<file path="src/lsu_pkg.sv">
// ==============================
// Load/store unit shared package
//   Bus and lane widths
//   Word, byte-select and lane types
//   Access size encoding
//   Size to byte-mask helper
// ==============================

`default_nettype none

package lsu_pkg;

  localparam int DATA_W = 32;
  localparam int LANES  = DATA_W / 8;

  typedef logic [DATA_W-1:0]        data_t;
  typedef logic [LANES-1:0]         sel_t;
  typedef logic [$clog2(LANES)-1:0] lane_t;

  typedef enum logic [1:0] {
    SIZE_BYTE = 2'd0,
    SIZE_HALF = 2'd1,
    SIZE_WORD = 2'd2
  } size_e;

  // Byte mask of an access, anchored at lane 0
  function automatic sel_t size_mask(size_e size);
    sel_t mask;
    case (size)
      SIZE_BYTE: mask = 4'b0001;
      SIZE_HALF: mask = 4'b0011;
      default:   mask = 4'b1111;
    endcase
    return mask;
  endfunction

endpackage

`default_nettype wire

</file>
<file path="src/lsu_info_buf.sv">
// ==============================
// Request information buffer
//   Address generation
//   Latched request fields
//   Split detection, beat address
// ==============================

`timescale 1ns/1ps
`default_nettype none

module lsu_info_buf #(
  parameter int ADDR_W = 32
) (
  input  wire logic              forever_cpuclk,
  input  wire logic              arst_n,
  input  wire logic              accept,
  input  wire logic              second_beat,
  input  wire logic              store,
  input  lsu_pkg::size_e         size,
  input  wire logic              uns,
  input  wire logic [ADDR_W-1:0] base,
  input  wire logic [ADDR_W-1:0] offset,
  input  lsu_pkg::data_t         wdata,
  output logic                   buf_store,
  output lsu_pkg::size_e         buf_size,
  output logic                   buf_uns,
  output lsu_pkg::lane_t         buf_lane,
  output lsu_pkg::data_t         buf_wdata,
  output logic                   split,
  output logic [ADDR_W-3:0]      wb_adr
);

  import lsu_pkg::*;

  logic [ADDR_W-1:0]  addr_sum;
  logic [ADDR_W-3:0]  word_adr_q;
  logic [2*LANES-1:0] span;

  assign addr_sum = base + offset;

  // Access attributes steer the control path
  always_ff @(posedge forever_cpuclk or negedge arst_n) begin
    if (!arst_n) begin
      buf_store <= 1'b0;
      buf_size  <= SIZE_BYTE;
      buf_uns   <= 1'b0;
      buf_lane  <= '0;
    end else if (accept) begin
      buf_store <= store;
      buf_size  <= size;
      buf_uns   <= uns;
      buf_lane  <= addr_sum[1:0];
    end
  end

  always_ff @(posedge forever_cpuclk) begin
    if (accept) begin
      word_adr_q <= addr_sum[ADDR_W-1:2];
      buf_wdata  <= wdata;
    end
  end

  // Bytes past lane 3 spill into the next word
  assign span  = {{LANES{1'b0}}, size_mask(buf_size)} << buf_lane;
  assign split = |span[2*LANES-1:LANES];

  assign wb_adr = word_adr_q + {{(ADDR_W-3){1'b0}}, second_beat};

endmodule

`default_nettype wire

</file>
<file path="src/lsu_ctrl.sv">
// ==============================
// Load/store control
//   Beat sequencing FSM
//   Wishbone cycle control
//   Busy, done and error reporting
// ==============================

`timescale 1ns/1ps
`default_nettype none

module lsu_ctrl (
  input  wire logic forever_cpuclk,
  input  wire logic arst_n,
  input  wire logic req,
  input  wire logic split,
  input  wire logic buf_store,
  input  wire logic wb_ack,
  input  wire logic wb_err,
  output logic      accept,
  output logic      second_beat,
  output logic      beat_ack,
  output logic      busy,
  output logic      done,
  output logic      err,
  output logic      wb_cyc,
  output logic      wb_stb,
  output logic      wb_we
);

  typedef enum logic [1:0] {
    ST_IDLE  = 2'd0,
    ST_BEAT0 = 2'd1,
    ST_BEAT1 = 2'd2,
    ST_DONE  = 2'd3
  } state_e;

  state_e state_q;
  state_e state_d;
  logic   in_beat;
  logic   beat_end;

  assign in_beat  = (state_q == ST_BEAT0) || (state_q == ST_BEAT1);
  assign beat_end = in_beat && (wb_ack || wb_err);

  assign accept = req && (state_q == ST_IDLE);

  always_comb begin
    state_d = state_q;
    case (state_q)
      ST_IDLE: begin
        if (accept) begin
          state_d = ST_BEAT0;
        end
      end
      ST_BEAT0: begin
        // An error on the first beat cancels the second
        if (beat_end) begin
          if (split && !wb_err) begin
            state_d = ST_BEAT1;
          end else begin
            state_d = ST_DONE;
          end
        end
      end
      ST_BEAT1: begin
        if (beat_end) begin
          state_d = ST_DONE;
        end
      end
      default: begin
        state_d = ST_IDLE;
      end
    endcase
  end

  always_ff @(posedge forever_cpuclk or negedge arst_n) begin
    if (!arst_n) begin
      state_q <= ST_IDLE;
    end else begin
      state_q <= state_d;
    end
  end

  // Sticky over the access, cleared on the next accept
  always_ff @(posedge forever_cpuclk or negedge arst_n) begin
    if (!arst_n) begin
      err <= 1'b0;
    end else if (accept) begin
      err <= 1'b0;
    end else if (in_beat && wb_err) begin
      err <= 1'b1;
    end
  end

  assign second_beat = (state_q == ST_BEAT1);
  assign beat_ack    = in_beat && wb_ack;

  assign busy = (state_q != ST_IDLE);
  assign done = (state_q == ST_DONE);

  // Held stable across wait states and between beats
  assign wb_cyc = in_beat;
  assign wb_stb = in_beat;
  assign wb_we  = in_beat && buf_store;

endmodule

`default_nettype wire

</file>
<file path="src/lsu_align.sv">
// ==============================
// Data alignment
//   Store lane rotation, byte selects
//   Load merge over one or two beats
//   Sign and zero extension
// ==============================

`timescale 1ns/1ps
`default_nettype none

module lsu_align (
  input  wire logic       forever_cpuclk,
  input  wire logic       arst_n,
  input  wire logic       beat_ack,
  input  wire logic       second_beat,
  input  lsu_pkg::size_e  buf_size,
  input  wire logic       buf_uns,
  input  lsu_pkg::lane_t  buf_lane,
  input  lsu_pkg::data_t  buf_wdata,
  input  lsu_pkg::data_t  wb_dat_r,
  output lsu_pkg::sel_t   wb_sel,
  output lsu_pkg::data_t  wb_dat_w,
  output lsu_pkg::data_t  rdata
);

  import lsu_pkg::*;

  logic [4:0]          shamt;
  logic [2*LANES-1:0]  span;
  logic [2*DATA_W-1:0] wdata_dbl;
  logic [2*DATA_W-1:0] rdata_dbl;
  logic [2*LANES-1:0]  sel_dbl;
  data_t               rdata_rot;
  sel_t                sel_rot;
  data_t               merge_q;

  assign shamt = {buf_lane, 3'b000};

  // Store side
  assign span = {{LANES{1'b0}}, size_mask(buf_size)} << buf_lane;

  assign wb_sel = second_beat ? span[2*LANES-1:LANES] : span[LANES-1:0];

  // Rotate left so byte 0 lands on the start lane
  assign wdata_dbl = {buf_wdata, buf_wdata} << shamt;
  assign wb_dat_w  = wdata_dbl[2*DATA_W-1:DATA_W];

  // Load side, bus lanes rotated back toward lane 0
  assign rdata_dbl = {wb_dat_r, wb_dat_r} >> shamt;
  assign rdata_rot = rdata_dbl[DATA_W-1:0];
  assign sel_dbl   = {wb_sel, wb_sel} >> buf_lane;
  assign sel_rot   = sel_dbl[LANES-1:0];

  always_ff @(posedge forever_cpuclk or negedge arst_n) begin
    if (!arst_n) begin
      merge_q <= '0;
    end else if (beat_ack) begin
      for (int i = 0; i < LANES; i++) begin
        if (sel_rot[i]) begin
          merge_q[8*i +: 8] <= rdata_rot[8*i +: 8];
        end
      end
    end
  end

  always_comb begin
    case (buf_size)
      SIZE_BYTE: rdata = {{(DATA_W-8){~buf_uns & merge_q[7]}}, merge_q[7:0]};
      SIZE_HALF: rdata = {{(DATA_W-16){~buf_uns & merge_q[15]}}, merge_q[15:0]};
      default:   rdata = merge_q;
    endcase
  end

endmodule

`default_nettype wire

</file>
<file path="src/lsu_top.sv">
// ==============================
// Load/store unit top level
//   Core request port
//   Wishbone classic master port
//   Info buffer, control, alignment
// ==============================

`timescale 1ns/1ps
`default_nettype none

module lsu_top #(
  parameter int ADDR_W = 32
) (
  input  wire                logic forever_cpuclk,
  input  wire                logic arst_n,
  // Core side
  input  wire                logic req,
  input  wire                logic store,
  input  lsu_pkg::size_e     size,
  input  wire                logic uns,
  input  wire  logic [ADDR_W-1:0] base,
  input  wire  logic [ADDR_W-1:0] offset,
  input  lsu_pkg::data_t     wdata,
  output logic               busy,
  output logic               done,
  output logic               err,
  output lsu_pkg::data_t     rdata,
  // Wishbone side
  output logic               wb_cyc,
  output logic               wb_stb,
  output logic               wb_we,
  output logic [ADDR_W-3:0]  wb_adr,
  output lsu_pkg::sel_t      wb_sel,
  output lsu_pkg::data_t     wb_dat_w,
  input  wire                logic wb_ack,
  input  wire                logic wb_err,
  input  lsu_pkg::data_t     wb_dat_r
);

  import lsu_pkg::*;

  logic  accept;
  logic  second_beat;
  logic  beat_ack;
  logic  split;
  logic  buf_store;
  logic  buf_uns;
  size_e buf_size;
  lane_t buf_lane;
  data_t buf_wdata;

  lsu_info_buf #(
    .ADDR_W (ADDR_W)
  ) x_lsu_info_buf (
    .forever_cpuclk (forever_cpuclk),
    .arst_n         (arst_n),
    .accept         (accept),
    .second_beat    (second_beat),
    .store          (store),
    .size           (size),
    .uns            (uns),
    .base           (base),
    .offset         (offset),
    .wdata          (wdata),
    .buf_store      (buf_store),
    .buf_size       (buf_size),
    .buf_uns        (buf_uns),
    .buf_lane       (buf_lane),
    .buf_wdata      (buf_wdata),
    .split          (split),
    .wb_adr         (wb_adr)
  );

  lsu_ctrl x_lsu_ctrl (
    .forever_cpuclk (forever_cpuclk),
    .arst_n         (arst_n),
    .req            (req),
    .split          (split),
    .buf_store      (buf_store),
    .wb_ack         (wb_ack),
    .wb_err         (wb_err),
    .accept         (accept),
    .second_beat    (second_beat),
    .beat_ack       (beat_ack),
    .busy           (busy),
    .done           (done),
    .err            (err),
    .wb_cyc         (wb_cyc),
    .wb_stb         (wb_stb),
    .wb_we          (wb_we)
  );

  lsu_align x_lsu_align (
    .forever_cpuclk (forever_cpuclk),
    .arst_n         (arst_n),
    .beat_ack       (beat_ack),
    .second_beat    (second_beat),
    .buf_size       (buf_size),
    .buf_uns        (buf_uns),
    .buf_lane       (buf_lane),
    .buf_wdata      (buf_wdata),
    .wb_dat_r       (wb_dat_r),
    .wb_sel         (wb_sel),
    .wb_dat_w       (wb_dat_w),
    .rdata          (rdata)
  );

endmodule

`default_nettype wire

</file>
<file path="config.mk">
export PLATFORM = sky130hd
export DESIGN_NAME = lsu_top
export DESIGN_NICKNAME = d
export VERILOG_FILES = /design/src/lsu_pkg.sv /design/src/lsu_info_buf.sv /design/src/lsu_ctrl.sv /design/src/lsu_align.sv /design/src/lsu_top.sv
export SDC_FILE = /design/constraint.sdc
export NUM_CORES = 1
export LEC_CHECK = 0
export ABC_AREA = 1
export BUFFER_PORTS_ARGS = -buffer_cell sky130_fd_sc_hd__buf_4
export CAP_MARGIN = 20
export CORE_AREA = 8 8 157 159
export CTS_BUF_LIST = sky130_fd_sc_hd__clkbuf_8 sky130_fd_sc_hd__clkbuf_16
export CTS_CLUSTER_DIAMETER = 150
export CTS_CLUSTER_SIZE = 40
export DETAILED_ROUTE_END_ITERATION = 7
export DIE_AREA = 0 0 165 167
export GPL_TIMING_DRIVEN = 0
export HOLD_SLACK_MARGIN = 0.15
export PLACE_DENSITY = 0.61
export SYNTH_ARGS = -nofsm -noshare
export SYNTH_HDL_FRONTEND = slang
export SYNTH_SLANG_ARGS = --single-unit
export TNS_END_PERCENT = 30
</file>
<file path="constraint.sdc">
create_clock -name forever_cpuclk -period 4.59 [get_ports forever_cpuclk]
set_clock_uncertainty 0.15 [all_clocks]
set_input_delay 1.1475 -clock forever_cpuclk [delete_from_list [all_inputs] [get_ports forever_cpuclk]]
set_output_delay 1.1475 -clock forever_cpuclk [all_outputs]
set_load 0.005 [all_outputs]
</file>
## After elaboration in Yosys (flattened, before gate mapping)

Index checks and enable logic that the tools add are counted.

- Output and inout port bits: 104
- Bits of input ports: 137
- Bits in registers: 103

- Eq/ne operators: 7
- Muxes and demuxes: 10
- Reductions and logical operators: 19
- Add/sub/neg operators: 2
- Bitwise gates (word level): 3
- Shifts and indexed selects: 4

Operators with widths:

| kind | count |
|---|---|
| $pmux 32 s2 | 1 |
| $shl 64x5->64 | 1 |
| $shr 64x5->32 | 1 |
| $add 32x32->32 | 1 |
| $add 30x1->30 | 1 |
| $pmux 4 s2 | 1 |
| $reduce_and 2->1 | 4 |
| $shl 4x2->8 | 1 |
| $shr 8x2->4 | 1 |
| $logic_and 1x1->1 | 6 |
| $mux 2 | 3 |
| $pmux 2 s3 | 1 |
| $eq 2x1->1 const B | 2 |
| $eq 2x2->1 const B | 2 |
| $logic_not 2->1 | 2 |
| $mux 4 | 1 |
| $ne 2x2->1 const B | 2 |
| $reduce_bool 2->1 | 2 |
| $reduce_or 4->1 | 1 |
| $mux 1 | 3 |
| $reduce_and 3->1 | 1 |
| $and 1x1->1 | 2 |
| $logic_or 1x1->1 | 2 |
| $ne 2x1->1 const B | 1 |
| 2 further kinds | 2 |

## Depth between registers and ports, before layout

Gate-level depths: netlist of run 1.

- Depth in word-level cells: 8
- Depth in mapped cells: 11
- Mapped depth without buffers: 11

## Modules after synthesis

Synthesis of run 1 repeated with hierarchy kept, for this count alone.

- Cells, all modules: 1241
- Area, all modules: 8614.5 um^2

By module, submodules not included:

| module | cells each | instances | sequential area each (um^2) | area each (um^2) |
|---|---|---|---|---|
| lsu_info_buf | 707 | 1 | 2011.9 | 5176.2 |
| lsu_align | 495 | 1 | 800.8 | 3153.0 |
| lsu_ctrl | 39 | 1 | 75.1 | 285.3 |

## Worst setup path before layout of run 1

No wires, ideal clock.

- Kind: input port to flip-flop
- Start point: input req
- End point: register x_lsu_info_buf.buf_wdata[0] (enable)
- Slack: 0.834 ns
- Data arrival time: 3.157 ns
- Cell stages on the path: 3
- Cell sequence: nand2_1 > inv_1 > clkbuf_1

- Longest elaborated chain between the ends: 1

RTL lines:

| what | RTL line | RTL |
|---|---|---|
| start: declaration | lsu_top.sv:17 | `input wire logic req,` |
| $logic_and 1x1->1 | lsu_ctrl.sv:45 | `assign accept = req && (state_q == ST_IDLE);` |
| net accept | lsu_top.sv:42 | `logic accept;` |
| end signal: assignment | lsu_info_buf.sv:59 | `buf_wdata <= wdata;` |
| end: declaration | lsu_info_buf.sv:28 | `output lsu_pkg::data_t buf_wdata,` |

The timed path passes the listed nets, and every way through them passes these cells.
A chain may end at the register's enable or synchronous reset.

## Worst setup path after layout of run 1

- Start point: register x_lsu_ctrl.state_q[0]
- End point: output wb_adr[24]

- Longest elaborated chain between the ends: 2

RTL lines:

| what | RTL line | RTL |
|---|---|---|
| start: declaration | lsu_ctrl.sv:37 | `state_e state_q;` |
| start signal: assignment | lsu_ctrl.sv:80 | `state_q <= state_d;` |
| $eq 2x2->1 | lsu_ctrl.sv:95 | `assign second_beat = (state_q == ST_BEAT1);` |
| $add 30x1->30 | lsu_info_buf.sv:67 | `assign wb_adr = word_adr_q + {{(ADDR_W-3){1'b0}}, second_beat};` |
| end: declaration | lsu_top.sv:32 | `output logic [ADDR_W-3:0] wb_adr,` |

No other way between the ends.

==> results of run 1 <==
[sequential cells by signal, indices dropped and copies added, names as in the netlist, 2 cells and up]
| name | cells |
|---|---|
| x_lsu_info_buf.word_adr_q | 30 |
| x_lsu_info_buf.buf_wdata | 32 |
| x_lsu_ctrl.state_q | 2 |
| x_lsu_info_buf.buf_size | 2 |
| x_lsu_info_buf.buf_lane | 2 |
| x_lsu_align.merge_q | 32 |
[cell families after synthesis]
logic type      synth area share, %
fa+ha+maj                     5.576
mux                           4.623
compound gates                8.741
buf+inv                       10.37
xor+xnor                      4.146
flops                         33.34
simple gates                  33.20
[report_power, final]
part           internal, uW  switching (uW)  leakage (uW)
Clock                   429             357      0.000146
Sequential             1300             181       0.00108
Combinational          1470            2000       0.00465
Total                  3200            2540       0.00587
[final timing paths]
path | cells after the start | start | endpoint | slack (ps)
setup reg to reg | 7 | x_lsu_ctrl.state_q[0]$_DFFE_PN0P_ | x_lsu_align.merge_q[6]$_DFFE_PN0P_ | 2150
min in group asynchronous | 1 | arst_n | x_lsu_align.merge_q[31]$_DFFE_PN0P_ | 640
max in group asynchronous | 1 | arst_n | x_lsu_align.merge_q[6]$_DFFE_PN0P_ | 3280
hold reg to reg | 2 | x_lsu_align.merge_q[10]$_DFFE_PN0P_ | x_lsu_align.merge_q[10]$_DFFE_PN0P_ | 330
setup / recovery | 9 | x_lsu_ctrl.state_q[0]$_DFFE_PN0P_ | wb_adr[24] | 520
hold / removal | 2 | x_lsu_align.merge_q[10]$_DFFE_PN0P_ | x_lsu_align.merge_q[10]$_DFFE_PN0P_ | 330
[per-stage QoR]
| stage | worst slack, ps | cell area, um2 | power, uW | utilization (%) |
|---|---|---|---|---|
| after floorplan | 833.6 | 8661 | 3502 | - |
| after global placement | -100.4 | 10820 | 4973 | 48.67 |
| after detailed placement | 889.3 | 10820 | 5004 | 48.69 |
| after CTS | 495.2 | 11130 | 5795 | 50.06 |
| after global routing | 301.4 | 11130 | 6214 | 50.06 |
| final | 518.2 | 11130 | 5745 | 50.06 |
[per-layer routing]
metal / vias up / wire length, um / global-route usage, %
li1: 4480 / - / -
met1: 3961 / 11760 / 24.00
met2: 300 / 14240 / 36.20
met3: 46 / 1922 / 2.983
met4: 0 / 703 / 6.740
met5: - / 0 / 0
[cell type report]
cell class,instances,area [um2],area share (%)
tap,285,356.6,3.205
clock buffer,9,225.2,2.024
timing repair buffer,240,1802,16.19
clock inverter,7,78.83,0.7084
buffer,41,235.2,2.114
inverter,177,666.9,5.993
multi-input combinational,928,4875,43.81
sequential,103,2888,25.95
[tightest hold or removal path: cells and delay by family, from the launching register on]
family	cells	cell delay [ps]
DFF	1	350
and+or+nand+nor	2	100
[cell usage in the layout, fill, tap and decap left out, types with 4 or more instances in the layout]
cell type / synthesis / final
a21oi_1: 20 / 20
and2_1: 5 / 5
buf_2: 10 / 10
buf_4: 13 / 253
clkbuf_1: 13 / 12
clkbuf_16: 0 / 9
dfrtp_1: 41 / 41
edfxtp_1: 62 / 62
ha_1: 37 / 37
inv_1: 170 / 170
inv_2: 5 / 5
mux2i_1: 40 / 40
nand2_1: 485 / 485
nand2_2: 9 / 9
nand3_1: 38 / 38
nand3_2: 4 / 4
nand4_1: 33 / 33
nor2_1: 59 / 59
nor3_1: 20 / 20
o21ai_0: 101 / 101
o21ai_2: 8 / 8
xnor2_1: 13 / 13
xor2_1: 28 / 28
==> flow_metrics.tcl, run 1 <==
set metrics [dict create \
    status "finished, final reports clean" \
    dpl.hpwl_um 23890 \
    synth_top_area_cell "edfxtp_1" \
    synth-edff-count 62 \
    synth_seq_cells 103 \
    path_clk_slew_ps 70 \
    routed_via_density 4.909 \
    syn_inst 1249 \
    report.final.setup_viol 0 \
    slowest_delay_ps 440 \
    ir_drop_mv 0.2534 \
    ys_types 46 \
    grt_max_degree 72 \
    slew_violations 0 \
    synth.area.top_cells "edfxtp_1, nand2_1, dfrtp_1, inv_1, o21ai_0" \
    cts_resized 0 \
    path_buf_inv 2 \
    wl_per_cell_um 15.99 \
    drive_above_1_share_pct 21.79 \
    tightest_slew_ps 914.0 \
    postCtsSetupRepairBufs 0 \
    dieArea_um2 27560 \
    grt_antenna_before_repair 0 \
    fin_cells 1790 \
    yosysWarnings 0 \
    core-area_um2 22230 \
    rsz0062_at_grt "false" \
    tritoncts "done" \
    ys.flop_type "edfxtp_1" \
    vias 8787 \
    ys_seq_area_share_pct 33.34 \
    clk_path_buf_depth 2 \
    fin_crit_ps 4072 \
    start_util_pct 38.96 \
    wl_um 28620 \
    diodes 0 \
    grt_usage_pct 20.22 \
    hold_viol 0 \
    die_w_um 165 \
    holdWs_ps 325.1 \
    gp_congestion 0.9444 \
    ioPinCount 241 \
    holdCritPathClass "reg -> reg" \
    hold_buffers 0 \
    crit_family "simple AND/OR/NAND/NOR gates" \
    drv_cap 0 \
    arrival_ps 2770 \
    clk_latency_ps 340 \
    drtIter0Drc 499 \
    flow.area_growth_from_synthesis_pct 28.47 \
    h-tree-depth 3 \
    cpMaxStageDelayCell "nor3_1" \
    ant_nets 0 \
    nFillCells 2262 \
    timing.final.crit_share_pct 88.71 \
    syn_area_per_cell_um2 6.934 \
    die_h_um 167 \
    critPathMaxFanout 6 \
    clock-root-buffer "clkbuf_16" \
    synth_top_area_share_pct 21.50 \
    first_global_vias 8765 \
    grt_pass1_wl_um 44170 \
    numPortBuffers 240 \
    dp.cells 1774 \
    clock.fmax_mhz 245.6 \
    netlist_area_um2 8661 \
    synthTopCellsByCount "nand2_1, inv_1, o21ai_0" \
    path_cells "inv_1 -> ha_1 -> ha_1 -> ha_1 -> nand2_1 -> nor3_1 -> nand4_1 -> xnor2_1 -> buf_4" \
    post-route-drc-count 0 \
    async_reset_ff_share_pct 39.81 \
    worst_setup_path_start_kind "register" \
    p_leak_uw 0.005875 \
    post-synth-top-count-cell "nand2_1" \
    end_kind "output port" \
    max-slew-margin-rel_pct 39.06 \
    path_class "reg -> out" \
    setup_tns_ps 0 \
    nets 1675 \
    synth_nets 1424 \
    p_per_area_nw_per_um2 516.3 \
    clock_sinks 103 \
    crit_top_cell "ha_1" \
    rows 55 \
    crit_required_ps 3290 \
    gr-total-overflow 0 \
    first_pass_iters 5 \
    cts_buffers 9 \
]
Note: power is estimated with default switching activity, not from simulation.
==> run 2: changes to the inputs <==
--- a/config.mk
+++ b/config.mk
@@ -8,15 +8,15 @@
 export ABC_AREA = 1
 export BUFFER_PORTS_ARGS = -buffer_cell sky130_fd_sc_hd__buf_4
 export CAP_MARGIN = 20
-export CORE_AREA = 8 8 157 159
+export CORE_AREA = 8 8 167 169
 export CTS_BUF_LIST = sky130_fd_sc_hd__clkbuf_8 sky130_fd_sc_hd__clkbuf_16
 export CTS_CLUSTER_DIAMETER = 150
 export CTS_CLUSTER_SIZE = 40
 export DETAILED_ROUTE_END_ITERATION = 7
-export DIE_AREA = 0 0 165 167
+export DIE_AREA = 0 0 175 177
 export GPL_TIMING_DRIVEN = 0
 export HOLD_SLACK_MARGIN = 0.15
-export PLACE_DENSITY = 0.61
+export PLACE_DENSITY = 0.55
 export SYNTH_ARGS = -nofsm -noshare
 export SYNTH_HDL_FRONTEND = slang
 export SYNTH_SLANG_ARGS = --single-unit
==> run 2 against run 1 <==
Sequential power barely moved. Largest cell class unchanged. Cell area rose by 0.75%. Worst setup slack got worse by 12 ps. Clock power barely moved. Sequential share of layout area fell by 0.19 points. Routed wire length rose by 1.1%. Final cell count rose by 2.8%. Critical endpoint is now wb_adr[20]. Global-route usage fell by 1.9 points.
==> flow_metrics.tcl, run 2 (synthesis gave the netlist of run 1 again) <==
set metrics [dict create \
    die_w_um 175 \
    final_cell_mix "nand2_1, buf_4, inv_1, o21ai_0, edfxtp_1" \
    drv_cap 0 \
    clock.fmax_mhz 244.9 \
    drtIter0Drc 465 \
    arrival_ps 2790 \
    critPathMaxFanout 6 \
    flow.area_growth_from_synthesis_pct 29.44 \
    rsz0062_at_grt "false" \
    start_util_pct 34.01 \
    dieArea_um2 30980 \
    grt_max_degree 68 \
    tritoncts "done" \
    reg_top3 "x_lsu_align.merge_q x32, x_lsu_info_buf.buf_wdata x32, x_lsu_info_buf.word_adr_q x30" \
    nFillCells 2692 \
    path_class "reg -> out" \
    slew_violations 0 \
    holdCritPathClass "reg -> reg" \
    numPortBuffers 240 \
    clk_latency_ps 360 \
    first_global_vias 8714 \
    die_h_um 177 \
    clk_path_buf_depth 2 \
    seqCellArea_um2 2888 \
    gr-total-overflow 0 \
    hold_buffers 0 \
    routed_via_density 4.746 \
    post-route-drc-count 0 \
    path_clk_slew_ps 70 \
    ioPinCount 241 \
    first_pass_iters 5 \
    report.final.setup_viol 0 \
    end_kind "output port" \
    wl_per_cell_um 15.72 \
    diodes 0 \
    status "finished, final reports clean" \
    core-area_um2 25470 \
    grt_pass1_wl_um 45330 \
    ir_drop_mv 0.2215 \
    hold_viol 0 \
    wl_um 28950 \
    rows 59 \
    tightest_slew_ps 607.3 \
    p_leak_uw 0.005879 \
    clock-root-buffer "clkbuf_16" \
    multi_input_area_um2 4875 \
    worst_setup_path_start_kind "register" \
    dpl.hpwl_um 24180 \
    dp.cells 1825 \
    grt_antenna_before_repair 0 \
    timing.final.crit_share_pct 88.96 \
    r2r_slack_ps 2240 \
    crit_required_ps 3290 \
    cts_buffers 9 \
    fin_cells 1841 \
    ant_nets 0 \
    h-tree-depth 3 \
    layout_commonest_cell "nand2_1" \
    vias 8738 \
    cts_resized 0 \
    nets 1676 \
    fin_crit_ps 4083 \
    grt_usage_pct 18.36 \
    drive_above_1_share_pct 21.91 \
    max-slew-margin-rel_pct 59.52 \
    postCtsSetupRepairBufs 0 \
    setup_tns_ps 0 \
    p_per_area_nw_per_um2 514.8 \
    clock_sinks 103 \
    gp_congestion 0.9384 \
]
[run 2: path summary, 6_finish.rpt]
path / start / endpoint / cells after the start
max: x_lsu_ctrl.state_q[0]$_DFFE_PN0P_ / wb_adr[20] / 12
min: x_lsu_align.merge_q[8]$_DFFE_PN0P_ / x_lsu_align.merge_q[8]$_DFFE_PN0P_ / 2
max reg2reg: x_lsu_ctrl.state_q[0]$_DFFE_PN0P_ / x_lsu_align.merge_q[6]$_DFFE_PN0P_ / 7
min reg2reg: x_lsu_align.merge_q[8]$_DFFE_PN0P_ / x_lsu_align.merge_q[8]$_DFFE_PN0P_ / 2
max in group asynchronous: arst_n / x_lsu_info_buf.buf_lane[1]$_DFFE_PN0P_ / 1
min in group asynchronous: arst_n / x_lsu_align.merge_q[29]$_DFFE_PN0P_ / 1
[run 2: area by class of cell]
cell class | count | area share [%]
buffer | 41 | 2.098
clock buffer | 9 | 2.009
clock inverter | 7 | 0.6473
inverter | 177 | 5.949
multi-input combinational | 928 | 43.48
sequential | 103 | 25.76
tap | 335 | 3.739
timing repair buffer | 241 | 16.32
[run 2: through the flow]
step | utilization (%) | cell area, um2 | hold slack [ps] | setup WS [ps] | total power [uW]
after global routing | 44.02 | 11210 | 343.4 | 264.9 | 6260
after CTS | 44.02 | 11210 | 326.6 | 464.8 | 5833
after detailed placement | 42.85 | 10910 | 308.5 | 889.1 | 5035
after floorplan | - | 8661 | 291.9 | 833.6 | 3502
after global placement | 42.73 | 10880 | 308.0 | -280.2 | 5008
final | 44.02 | 11210 | 323.6 | 506.6 | 5772
[run 2: critical path: stages, from the launching register on]
cell and delay (ps):
dfrtp_1 420, inv_1 90, ha_1 350, ha_1 240, ha_1 170, nand2_1 130
nor2_4 210, nand2_2 110, nor2_2 120, nand2_1 100, nor2_1 140, xor2_1 200
buf_4 140
[run 2: layer usage]
| metal | global-route usage [%] | vias up | routed length [um] |
|---|---|---|---|
| met2 | 32.14 | 275 | 13990 |
| met1 | 22.47 | 3935 | 12840 |
| li1 | - | 4491 | - |
| met5 | 0 | - | 0 |
| met4 | 5.899 | 0 | 620 |
| met3 | 3.414 | 37 | 1486 |
[run 2: power by group]
group	switching [uW]	internal, uW	total, uW
clock network	359	424	783
logic	2030	1490	3520
registers	173	1300	1470
